### src/rtl/uart_pkg.sv
`default_nettype none

package uart_pkg;

    // line timing
    localparam int CLK_PER_BIT = 16;
    localparam int BIT_CNT_W   = $clog2(CLK_PER_BIT);

    // ring buffers, also the initial credit
    localparam int RING_ADDR_W = 3;
    localparam int RING_DEPTH  = 1 << RING_ADDR_W;
    localparam int CREDIT_W    = RING_ADDR_W + 1;

    typedef enum logic [1:0] {
        SIZE_BYTE = 2'd0,
        SIZE_HALF = 2'd1,
        SIZE_WORD = 2'd2
    } size_e;

    typedef struct packed {
        size_e       size;
        logic        write;
        logic [31:0] data;
    } word_req_t;

    typedef struct packed {
        logic       valid;
        logic [7:0] data;
    } byte_xfer_t;

    typedef enum logic [1:0] {
        ST_IDLE,
        ST_WRITE,
        ST_READ
    } access_state_e;

    // shared by both serial directions
    typedef enum logic [1:0] {
        LN_IDLE,
        LN_START,
        LN_DATA,
        LN_STOP
    } line_state_e;

endpackage

`default_nettype wire

### src/rtl/byte_ring.sv
`default_nettype none

module byte_ring
    import uart_pkg::*;
(
    input  wire byte_xfer_t i_push,
    input  wire             i_credit,
    output byte_xfer_t      o_byte,
    output logic            o_credit_return,
    output logic            o_overflow,
    input  wire             clk,
    input  wire             i_rst_n
);

    logic [7:0]          mem [RING_DEPTH];
    logic [RING_ADDR_W:0] wr_ptr;
    logic [RING_ADDR_W:0] rd_ptr;
    logic [CREDIT_W-1:0] credits;
    logic                empty;
    logic                full;
    logic                push_ok;
    logic                send_now;
    logic                out_valid;
    logic [7:0]          out_data;

    assign empty = (wr_ptr == rd_ptr);
    assign full  = (wr_ptr[RING_ADDR_W] != rd_ptr[RING_ADDR_W]) &&
                   (wr_ptr[RING_ADDR_W-1:0] == rd_ptr[RING_ADDR_W-1:0]);

    assign push_ok = i_push.valid && !full;

    // a fresh credit may be served in the same cycle it arrives
    assign send_now = ((credits != '0) || i_credit) && !empty;

    assign o_byte          = '{valid: out_valid, data: out_data};
    assign o_credit_return = out_valid;

    always_ff @(posedge clk or negedge i_rst_n) begin
        if (!i_rst_n) begin
            wr_ptr     <= '0;
            rd_ptr     <= '0;
            credits    <= '0;
            out_valid  <= 1'b0;
            o_overflow <= 1'b0;
        end else begin
            credits    <= credits + CREDIT_W'(i_credit) - CREDIT_W'(send_now);
            out_valid  <= send_now;
            o_overflow <= i_push.valid && full;
            if (push_ok) begin
                wr_ptr <= wr_ptr + 1'b1;
            end
            if (send_now) begin
                rd_ptr <= rd_ptr + 1'b1;
            end
        end
    end

    always_ff @(posedge clk) begin
        if (push_ok) begin
            mem[wr_ptr[RING_ADDR_W-1:0]] <= i_push.data;
        end
        if (send_now) begin
            out_data <= mem[rd_ptr[RING_ADDR_W-1:0]];
        end
    end

    // occupancy wraps past depth if reads ever outrun writes
    a_no_underflow: assert property (@(posedge clk) disable iff (!i_rst_n)
        CREDIT_W'(wr_ptr - rd_ptr) <= CREDIT_W'(RING_DEPTH));

endmodule

`default_nettype wire

### src/rtl/uart_manage.sv
`default_nettype none

module uart_manage
    import uart_pkg::*;
(
    input  wire            i_order,
    input  wire word_req_t i_req,
    output logic           o_accepted,
    output logic           o_done,
    output logic [31:0]    o_read_data,

    input  wire            i_rxd,
    output logic           o_txd,
    output logic           o_rx_overflow,

    input  wire            clk,
    input  wire            i_rst_n
);

    byte_xfer_t rx_frame;
    byte_xfer_t rx_byte;
    logic       rx_credit;

    byte_xfer_t tx_push;
    byte_xfer_t tx_byte;
    logic       tx_credit_return;
    logic       tx_pop;

    // receive path
    uart_rx u_rx (
        .i_rxd   (i_rxd),
        .o_byte  (rx_frame),
        .clk     (clk),
        .i_rst_n (i_rst_n)
    );

    byte_ring u_rx_ring (
        .i_push          (rx_frame),
        .i_credit        (rx_credit),
        .o_byte          (rx_byte),
        .o_credit_return (),
        .o_overflow      (o_rx_overflow),
        .clk             (clk),
        .i_rst_n         (i_rst_n)
    );

    uart_word_access u_access (
        .i_order            (i_order),
        .i_req              (i_req),
        .o_accepted         (o_accepted),
        .o_done             (o_done),
        .o_read_data        (o_read_data),
        .o_rx_credit        (rx_credit),
        .i_rx_byte          (rx_byte),
        .o_tx_byte          (tx_push),
        .i_tx_credit_return (tx_credit_return),
        .clk                (clk),
        .i_rst_n            (i_rst_n)
    );

    // transmit path, pops act as ring credits
    byte_ring u_tx_ring (
        .i_push          (tx_push),
        .i_credit        (tx_pop),
        .o_byte          (tx_byte),
        .o_credit_return (tx_credit_return),
        .o_overflow      (),
        .clk             (clk),
        .i_rst_n         (i_rst_n)
    );

    uart_tx u_tx (
        .i_byte  (tx_byte),
        .o_pop   (tx_pop),
        .o_txd   (o_txd),
        .clk     (clk),
        .i_rst_n (i_rst_n)
    );

endmodule

`default_nettype wire

### src/rtl/uart_rx.sv
`default_nettype none

module uart_rx
    import uart_pkg::*;
(
    input  wire        i_rxd,
    output byte_xfer_t o_byte,
    input  wire        clk,
    input  wire        i_rst_n
);

    logic [1:0]           sync_q;
    logic                 rxd_s;
    line_state_e          state;
    logic [BIT_CNT_W-1:0] cnt;
    logic [2:0]           bit_idx;
    logic [7:0]           shreg;
    logic                 out_valid;
    logic                 half_bit;
    logic                 bit_end;

    assign rxd_s    = sync_q[1];
    assign half_bit = (cnt == BIT_CNT_W'(CLK_PER_BIT / 2 - 1));
    assign bit_end  = (cnt == BIT_CNT_W'(CLK_PER_BIT - 1));

    assign o_byte = '{valid: out_valid, data: shreg};

    always_ff @(posedge clk or negedge i_rst_n) begin
        if (!i_rst_n) begin
            sync_q    <= 2'b11;
            state     <= LN_IDLE;
            cnt       <= '0;
            bit_idx   <= '0;
            out_valid <= 1'b0;
        end else begin
            sync_q    <= {sync_q[0], i_rxd};
            out_valid <= 1'b0;
            case (state)
                LN_IDLE: begin
                    if (!rxd_s) begin
                        state <= LN_START;
                        cnt   <= '0;
                    end
                end
                LN_START: begin
                    // recheck the start bit at its middle
                    if (half_bit) begin
                        cnt     <= '0;
                        bit_idx <= '0;
                        state   <= rxd_s ? LN_IDLE : LN_DATA;
                    end else begin
                        cnt <= cnt + 1'b1;
                    end
                end
                LN_DATA: begin
                    if (bit_end) begin
                        cnt     <= '0;
                        bit_idx <= bit_idx + 1'b1;
                        if (bit_idx == 3'd7) begin
                            state <= LN_STOP;
                        end
                    end else begin
                        cnt <= cnt + 1'b1;
                    end
                end
                default: begin
                    // low stop bit drops the frame
                    if (bit_end) begin
                        state     <= LN_IDLE;
                        out_valid <= rxd_s;
                    end else begin
                        cnt <= cnt + 1'b1;
                    end
                end
            endcase
        end
    end

    // lsb arrives first
    always_ff @(posedge clk) begin
        if (state == LN_DATA && bit_end) begin
            shreg <= {rxd_s, shreg[7:1]};
        end
    end

    a_single_pulse: assert property (@(posedge clk) disable iff (!i_rst_n)
        o_byte.valid |=> !o_byte.valid);

endmodule

`default_nettype wire

### src/rtl/uart_tx.sv
`default_nettype none

module uart_tx
    import uart_pkg::*;
(
    input  wire byte_xfer_t i_byte,
    output logic            o_pop,
    output logic            o_txd,
    input  wire             clk,
    input  wire             i_rst_n
);

    line_state_e          state;
    logic                 pending;
    logic [BIT_CNT_W-1:0] cnt;
    logic [2:0]           bit_idx;
    logic [7:0]           shreg;
    logic                 bit_end;

    assign bit_end = (cnt == BIT_CNT_W'(CLK_PER_BIT - 1));

    // one pop outstanding at a time
    assign o_pop = (state == LN_IDLE) && !pending;

    always_ff @(posedge clk or negedge i_rst_n) begin
        if (!i_rst_n) begin
            state   <= LN_IDLE;
            pending <= 1'b0;
            cnt     <= '0;
            bit_idx <= '0;
            o_txd   <= 1'b1;
        end else begin
            case (state)
                LN_IDLE: begin
                    if (o_pop) begin
                        pending <= 1'b1;
                    end
                    if (i_byte.valid) begin
                        pending <= 1'b0;
                        state   <= LN_START;
                        cnt     <= '0;
                        o_txd   <= 1'b0;
                    end
                end
                LN_START: begin
                    if (bit_end) begin
                        cnt     <= '0;
                        bit_idx <= '0;
                        state   <= LN_DATA;
                        o_txd   <= shreg[0];
                    end else begin
                        cnt <= cnt + 1'b1;
                    end
                end
                LN_DATA: begin
                    if (bit_end) begin
                        cnt     <= '0;
                        bit_idx <= bit_idx + 1'b1;
                        if (bit_idx == 3'd7) begin
                            state <= LN_STOP;
                            o_txd <= 1'b1;
                        end else begin
                            o_txd <= shreg[1];
                        end
                    end else begin
                        cnt <= cnt + 1'b1;
                    end
                end
                default: begin
                    if (bit_end) begin
                        cnt   <= '0;
                        state <= LN_IDLE;
                    end else begin
                        cnt <= cnt + 1'b1;
                    end
                end
            endcase
        end
    end

    always_ff @(posedge clk) begin
        if (state == LN_IDLE && i_byte.valid) begin
            shreg <= i_byte.data;
        end else if (state == LN_DATA && bit_end) begin
            shreg <= {1'b0, shreg[7:1]};
        end
    end

    a_idle_high: assert property (@(posedge clk) disable iff (!i_rst_n)
        state == LN_IDLE |-> o_txd);

endmodule

`default_nettype wire

### src/rtl/uart_word_access.sv
`default_nettype none

module uart_word_access
    import uart_pkg::*;
(
    input  wire             i_order,
    input  wire word_req_t  i_req,
    output logic            o_accepted,
    output logic            o_done,
    output logic [31:0]     o_read_data,

    output logic            o_rx_credit,
    input  wire byte_xfer_t i_rx_byte,

    output byte_xfer_t      o_tx_byte,
    input  wire             i_tx_credit_return,

    input  wire             clk,
    input  wire             i_rst_n
);

    access_state_e       state;
    size_e               size_q;
    logic [2:0]          count;
    logic [2:0]          rx_owed;
    logic [CREDIT_W-1:0] tx_credit;
    logic [31:0]         shreg;
    logic [31:0]         read_q;

    logic                tx_send;
    logic                rd_take;
    logic                wr_last;
    logic                rd_last;
    logic [2:0]          req_count;
    logic [31:0]         req_aligned;
    logic [31:0]         rd_joined;
    logic [31:0]         rd_ext;

    assign o_accepted = (state == ST_IDLE) && i_order;

    assign tx_send = (state == ST_WRITE) && (tx_credit != '0);
    assign rd_take = (state == ST_READ) && i_rx_byte.valid;
    assign wr_last = tx_send && (count == 3'd1);
    assign rd_last = rd_take && (count == 3'd1);
    assign o_done  = wr_last || rd_last;

    // msb leaves first
    assign o_tx_byte = '{valid: tx_send, data: shreg[31:24]};

    // never ask for more than is still missing
    assign o_rx_credit = (state == ST_READ) && (rx_owed < count);

    assign rd_joined   = {shreg[23:0], i_rx_byte.data};
    assign o_read_data = rd_last ? rd_ext : read_q;

    always_comb begin
        case (i_req.size)
            SIZE_BYTE: begin
                req_count   = 3'd1;
                req_aligned = {i_req.data[7:0], 24'h0};
            end
            SIZE_HALF: begin
                req_count   = 3'd2;
                req_aligned = {i_req.data[15:0], 16'h0};
            end
            default: begin
                req_count   = 3'd4;
                req_aligned = i_req.data;
            end
        endcase
    end

    // sign extension by captured size
    always_comb begin
        case (size_q)
            SIZE_BYTE: rd_ext = {{24{rd_joined[7]}}, rd_joined[7:0]};
            SIZE_HALF: rd_ext = {{16{rd_joined[15]}}, rd_joined[15:0]};
            default:   rd_ext = rd_joined;
        endcase
    end

    always_ff @(posedge clk or negedge i_rst_n) begin
        if (!i_rst_n) begin
            state     <= ST_IDLE;
            size_q    <= SIZE_BYTE;
            count     <= '0;
            rx_owed   <= '0;
            tx_credit <= CREDIT_W'(RING_DEPTH);
            read_q    <= '0;
        end else begin
            tx_credit <= tx_credit - CREDIT_W'(tx_send) + CREDIT_W'(i_tx_credit_return);
            rx_owed   <= rx_owed + 3'(o_rx_credit) - 3'(rd_take);
            case (state)
                ST_IDLE: begin
                    if (o_accepted) begin
                        size_q <= i_req.size;
                        count  <= req_count;
                        state  <= i_req.write ? ST_WRITE : ST_READ;
                    end
                end
                ST_WRITE: begin
                    if (tx_send) begin
                        count <= count - 1'b1;
                    end
                    if (wr_last) begin
                        state <= ST_IDLE;
                    end
                end
                default: begin
                    if (rd_take) begin
                        count <= count - 1'b1;
                    end
                    if (rd_last) begin
                        state  <= ST_IDLE;
                        read_q <= rd_ext;
                    end
                end
            endcase
        end
    end

    // one shifter serves both directions
    always_ff @(posedge clk) begin
        if (o_accepted) begin
            shreg <= req_aligned;
        end else if (tx_send) begin
            shreg <= {shreg[23:0], 8'h00};
        end else if (rd_take) begin
            shreg <= rd_joined;
        end
    end

    a_tx_credit_max: assert property (@(posedge clk) disable iff (!i_rst_n)
        tx_credit <= CREDIT_W'(RING_DEPTH));

    a_accept_idle: assert property (@(posedge clk) disable iff (!i_rst_n)
        o_accepted |-> (state == ST_IDLE) ##1 (state != ST_IDLE));

endmodule

`default_nettype wire

### config.mk
export PLATFORM = sky130hd
export DESIGN_NAME = uart_manage
export DESIGN_NICKNAME = d
export VERILOG_FILES = /design/src/rtl/uart_pkg.sv /design/src/rtl/byte_ring.sv /design/src/rtl/uart_manage.sv /design/src/rtl/uart_rx.sv /design/src/rtl/uart_tx.sv /design/src/rtl/uart_word_access.sv
export SDC_FILE = /design/constraint.sdc
export NUM_CORES = 1
export LEC_CHECK = 0
export ABC_AREA = 1
export BUFFER_PORTS_ARGS = -buffer_cell sky130_fd_sc_hd__buf_2
export CAP_MARGIN = 20
export CORE_MARGIN = 2
export CORE_UTILIZATION = 40
export CTS_BUF_LIST = sky130_fd_sc_hd__clkbuf_4 sky130_fd_sc_hd__clkbuf_8
export CTS_CLUSTER_DIAMETER = 30
export DETAILED_ROUTE_END_ITERATION = 10
export PLACE_DENSITY = 0.62
export SYNTH_ARGS = -nofsm -noshare
export SYNTH_HDL_FRONTEND = slang
export SYNTH_SLANG_ARGS = --single-unit
### constraint.sdc
create_clock -name clk -period 5.7 [get_ports clk]
set_clock_uncertainty 0.15 [all_clocks]
set_input_delay 0.855 -clock clk [delete_from_list [all_inputs] [get_ports clk]]
set_output_delay 0.855 -clock clk [all_outputs]
set_load 0.02 [all_outputs]
# --- Word-level counts from Yosys, hierarchy flattened ---
# Memory sizes are Yosys's and may differ from the RTL's. A register that Yosys moved wholly into a read port is not among the register bits.
# Cells that the tools add are included.
op_classes:
  n_lt_le_gt_ge: 1
  n_eq_ne: 32
  n_bitwise: 0
  reduce_logical: 55
  shift: 0
  addsub: 17
  mux: 58
  div: 0
  multipliers: 0
op_table:
  columns: ["op", "count"]
  rows:
  - ["32-bit two-way mux", 4]
  - ["32-bit case mux with 2 select lines", 2]
  - ["2-bit two-way mux", 15]
  - ["4-bit two-way mux", 7]
  - ["4-bit by 1-bit adder with 4-bit output (second input constant)", 6]
  - ["3-bit case mux with 2 select lines", 4]
  - ["3-bit two-way mux", 7]
  - ["1-bit logical AND", 17]
  - ["8-bit two-way mux", 2]
  - ["2-bit by 1-bit inequality test with 1-bit output (second input constant)", 8]
  - ["3-bit nonzero test", 5]
  - ["4-bit by 1-bit adder with 4-bit output", 3]
  - ["1-bit two-way mux", 12]
  - ["2-bit case mux with 3 select lines", 2]
  - ["4-bit case mux with 3 select lines", 1]
  - ["3-bit AND reduction", 4]
  - ["4-bit nonzero test", 3]
  - ["4-bit by 1-bit subtractor with 4-bit output", 3]
  - ["2-bit by 1-bit equality test with 1-bit output (second input constant)", 5]
  - ["2-bit zero test", 5]
  - ["5-bit AND reduction", 2]
  - ["2-bit nonzero test", 5]
  - ["4-bit equality test", 2]
  - ["4-bit equality test (second input constant)", 2]
  - ["21 further kinds", 37]
word_totals:
  ram_bits: 128
  memories: 2
  latch_bits: 0
  rom_bits: 0
  register_bits: 144
  out_inout_bits: 36
  input_bits: 39
mem_list:
  columns: ["memory", "depth", "width", "rd", "rd_clocked_by_memory_dff", "write_ports", "line_no", "text"]
  rows:
  - ["u_rx_ring.mem", 8, 8, 1, 1, 1, "byte_ring.sv:15", "logic [7:0] mem [RING_DEPTH];"]
  - ["u_tx_ring.mem", 8, 8, 1, 1, 1, "byte_ring.sv:15", null]

# --- Depth between registers and ports, before layout ---
depth:
  ltp_word: 6
  ltp_mapped: 15

# --- Cells and area by module ---
# From an unflattened synthesis, not the netlist that was laid out.
hier_totals:
  hier_cells: 1247
  area_unflattened_um2: 13126.3
modules_own_cells:
  columns: ["mod", "area_each_um2", "instances", "seq_area_each_um2", "cells_per_inst"]
  rows:
  - ["byte_ring", 3622.2, 2, 2512.4, 303]
  - ["uart_word_access", 3967.6, 1, 2113.3, 435]
  - ["uart_tx", 992.2, 1, 516.7, 113]
  - ["uart_rx", 922.1, 1, 543.0, 93]

# --- Worst setup path before layout ---
# OpenSTA, ideal clock, no wires.
synth_timing:
  path_type: "reg2reg"
  start: "register u_access.count[2]"
  end: "register u_rx_ring.credits[2]"
  required_time_ps: 5427
  path_stages_with_launch: 16
  arrival_time_ps: 2432
  setup_slack_ps: 2995
  synth_period_minus_slack_ps: 2705
  setup_time_ps: 123
  path_cell_list: "dfrtp_1 inv_1 ha_1 nand2_1 nand2_1 nor2_1 nand2_1 nand2_1 nand2_1 inv_1 ha_1 inv_1 ha_1 inv_1 fa_1 xnor2_1"
synth_between:
  elab_chain_cells: 5
  word_cells_on_any_way: 6
  classes_between: "2 x add/sub; 1 x order compare; 3 x reduce/logical"
synth_rtl:
  columns: ["element", "line_no", "text"]
  rows:
  - ["start, declared", "uart_word_access.sv:24", "logic [2:0] count;"]
  - ["start signal, assigned", "uart_word_access.sv:97", "count <= req_count;"]
  - ["start signal, assigned", "uart_word_access.sv:103", "count <= count - 1'b1;"]
  - ["start signal, assigned", "uart_word_access.sv:111", "count <= count - 1'b1;"]
  - ["3-bit less-than comparator", "uart_word_access.sv:51", "assign o_rx_credit = (state == ST_READ) && (rx_owed < count);"]
  - ["1-bit logical AND", "uart_word_access.sv:51", null]
  - ["1-bit logical OR", "byte_ring.sv:33", "assign send_now = ((credits != '0) || i_credit) && !empty;"]
  - ["1-bit logical AND", "byte_ring.sv:33", null]
  - ["net u_rx_ring.send_now", "byte_ring.sv:22", "logic send_now;"]
  - ["4-bit by 1-bit subtractor with 4-bit output", "byte_ring.sv:46", "credits <= credits + CREDIT_W'(i_credit) - CREDIT_W'(send_now);"]
  - ["end signal, assigned", "byte_ring.sv:46", null]
  - ["end, declared", "byte_ring.sv:18", "logic [CREDIT_W-1:0] credits;"]
# The timed path passes the listed nets, and every way through them passes these cells.
# A chain may end at the register's enable or synchronous reset.

# --- Worst setup path in the final report ---
layout_timing:
  start: "register u_access.size_q[1]"
  end: "output o_read_data[23]"
layout_between:
  elab_chain_cells: 3
  word_cells_on_any_way: 4
  classes_between: "1 x eq/ne; 2 x mux; 1 x reduce/logical"
layout_rtl:
  columns: ["element", "line_no", "text"]
  rows:
  - ["start, declared", "uart_word_access.sv:23", "size_e size_q;"]
  - ["start signal, assigned", "uart_word_access.sv:96", "size_q <= i_req.size;"]
  - ["2-bit by 1-bit equality test with 1-bit output / 2-bit zero test (equally long branches)", "uart_word_access.sv:75", "case (size_q)"]
  - ["32-bit case mux with 2 select lines *", "uart_word_access.sv:75", null]
  - ["32-bit two-way mux *", "uart_word_access.sv:54", "assign o_read_data = rd_last ? rd_ext : read_q;"]
  - ["end, declared", "uart_manage.sv:10", "output logic [31:0] o_read_data,"]
# Every way passes the cells marked *; elsewhere a longest branch is shown, timed or not.

==> impl_metrics.ini <==
[worst_setup_path]
timing.critical_path.buf_inv = 1
worstSetupEndpointType = output pin
cpMaxStageDelayCell = dfrtp_1
path_delay_family = simple AND/OR/NAND/NOR gates
worst-path-max-fanout = 32
start_kind = flip-flop
required_ns = 4.70
crit_chain = nor2_1, nand2_1, nand2_2, nor2_8, a21oi_1, buf_2
crit_path_max_incr_delay_ns = 0.91
worstPathArrival_ns = 3.02
critPathKind = flip-flop to output pin

[floorplanning]
start_util = 0.4088
core_sq_mm = 0.03172
ioPinCount = 75
die_h_um = 184.0
rows = 65
dieArea_sq_mm = 0.03387
die_x_um = 184.0

[cells_and_area]
final_common_cell = nand2_1
final_core_util = 0.4736
drive_gt1_frac = 0.1576
final_cell_mix = 308 x nand2_1, 192 x edfxtp_1, 133 x nor2_1
antenna_cells = 0
fillers = 2931
area_growth_pct = 15.88
nets = 1420

[power]
p_sw_w = 0.002465
pwr-share-clk = 0.341
pwr-share-seq = 0.414
combPwrFrac = 0.244
intPower_w = 0.004840
power_switching_share = 0.3374
p_leak_nw = 6.463
vdd_ir_drop_max_v = 0.0002427
power.density_mw_per_mm2 = 486.2

[grt]
grt.total_usage = 0.1736
grt_first_pass_wirelength_mm = 46.31
grt_max_degree = 50
overflow = 0
grt_pass1_vias = 8681
antenna_found_initial = 1

[place]
routabilityCongestion = 0.8216
dpl.hpwl_mm = 19.12
portBuffers = 74

[drt]
drt_iter0_drc = 712
wl_per_cell_um = 16.33
routed_via_density = 5.041
routed-via-count = 9034
wl_mm = 29.26
postRouteAntennaNets = 0
route.detailed.drc = 0
firstDrtPassIters = 6

[sta]
fin_crit_sh = 0.7063
setup_tns_ns = 0
fmax_mhz = 248.4
hold_viol = 0
min_period_ns = 4.026
slew_violations = 0
tightest_slew_ns = 1.059
finalSetupViolCount = 0
whs_ns = 0.1635
rsz0062_at_grt = false
relSlewSlack = 0.2916

[logic_synthesis]
synthFlopType = edfxtp_1
synth_async_sr_flop_share = 0.3333
ys_seq_area_frac = 0.6304
syn_area_per_cell_sq_um = 10.37
yosys.area.top_type_share = 0.4447
yosys.area.top_type = edfxtp_1
synth_edf_count = 192
netlist_area_sq_mm = 0.01296
synth-seq-cells = 288
synth_cell_types = 42
synth_area_leaders = edfxtp_1 44%, dfrtp_1 18%, nand2_1 8.9%, o21ai_0 4.0%, nor2_1 3.9%
netlist_instances = 1250
syn-num-nets = 1332
yosysWarnings = 0

[cts]
cts_tree = yes
root_buffer = clkbuf_8
cts_htree_levels = 2
insertion_delay_ns = 0.61
cts_setup_buffers = 0
ctsHoldBuffers = 0
cts.repair.resized = 0
path_clk_slew_ns = 0.06
clock-sinks = 288
cts_buffers = 60
cts.path.max_buffers = 3

[flow_run]
max-cap-violations = 0

[run_status]
outcome = complete, no violations

[min_path]
hold_path_class = input port to async pin
synthesized netlist by cell type (3+ instances only):
library cell / n
o22ai_1: 33
inv_2: 4
nand2_2: 4
o21ai_0: 103
dfstp_2: 4
fa_1: 4
a21oi_1: 48
xnor2_1: 8
buf_6: 6
buf_4: 4
nor2_2: 5
o21ai_1: 3
clkbuf_1: 17
a22oi_1: 4
a31oi_1: 21
inv_1: 85
nand3_1: 73
buf_2: 21
ha_1: 39
edfxtp_1: 192
nand4_1: 3
dfrtp_1: 92
xor2_1: 13
buf_1: 4
nand2_1: 308
nor2_1: 133
per-layer routing:
metal,global-route usage,up-vias,part of all wire
met3,0.03487,55,0.049
met4,0.05728,2,0.023
li1,-,4447,-
met5,0,-,0.00055
met2,0.2747,212,0.47
met1,0.2400,4318,0.46
sequential cells by signal (all words and copies together) (netlist names), 3 cells and up:
register,flops
u_access.tx_credit,4
u_rx_ring.credits,4
u_rx.cnt,4
u_rx.shreg,8
u_rx_ring.rd_ptr,4
u_tx_ring.rd_ptr,4
u_rx.bit_idx,3
u_access.shreg,32
u_rx_ring.mem,64
u_tx_ring.out_data,8
u_tx.cnt,4
u_rx_ring.out_data,8
u_tx_ring.mem,64
u_tx_ring.wr_ptr,4
u_tx.shreg,8
u_tx.bit_idx,3
u_access.rx_owed,3
u_access.count,3
u_access.read_q,32
u_rx_ring.wr_ptr,4
u_tx_ring.credits,4
path summary, 6_finish.rpt:
check / startpoint / to / slack, ns / depth (start not counted)
worst max-delay path: u_access.size_q[1] / o_read_data[23] / 1.67 / 6
worst min-delay path: i_rst_n / u_tx.bit_idx[2] / 0.16 / 1
worst max register to register: u_rx_ring.rd_ptr[1] / u_rx_ring.credits[2] / 2.15 / 13
worst min register to register: u_rx.sync_q[0] / u_rx.sync_q[1] / 0.21 / 0
max in group asynchronous: i_rst_n / u_access.rx_owed[1] / 4.11 / 2
min in group clk: u_rx.sync_q[0] / u_rx.sync_q[1] / 0.21 / 0
power by group through the flow:
stage	clock, W	sequential (W)	combinational, W
CTS	0.00254	0.00302	0.00180
floorplan	0	0.00290	0.00138
global route	0.00265	0.00307	0.00202
finish	0.00249	0.00303	0.00178
detailed placement	0	0.00305	0.00179
global placement	0	0.00304	0.00175
cells by family after synthesis:
family	synth area share
AND/OR/NAND/NOR	0.1724
flip-flops	0.6304
AO/OA/AOI/OAI	0.09091
buffers and inverters	0.04835
adder cells (fa/ha/maj)	0.04381
XOR/XNOR	0.01419
final cells by class:
| cell class | count | area [sq um] | share of cell area |
|---|---|---|---|
| flip-flops and latches | 288 | 8173 | 0.5440 |
| multi-input cells | 819 | 4165 | 0.2773 |
| clock buffers | 78 | 1005 | 0.06688 |
| clock inverters | 36 | 425.4 | 0.02832 |
| inverters | 90 | 340.3 | 0.02265 |
| well taps | 402 | 503.0 | 0.03348 |
| repair buffers | 79 | 411.6 | 0.02740 |
metrics by stage:
step,instance area (sq um),total power [W],cells,setup slack (ns)
2_1_floorplan,12960,0.004283,1250,2.995
3_3_place_gp,13580,0.004792,1676,2.311
3_5_place_dp,13580,0.004843,1676,2.227
4_1_cts,15010,0.007352,1790,1.697
5_1_grt,15020,0.007739,1792,1.493
6_report,15020,0.007305,1792,1.674
Power figures use the tool's default switching activity.
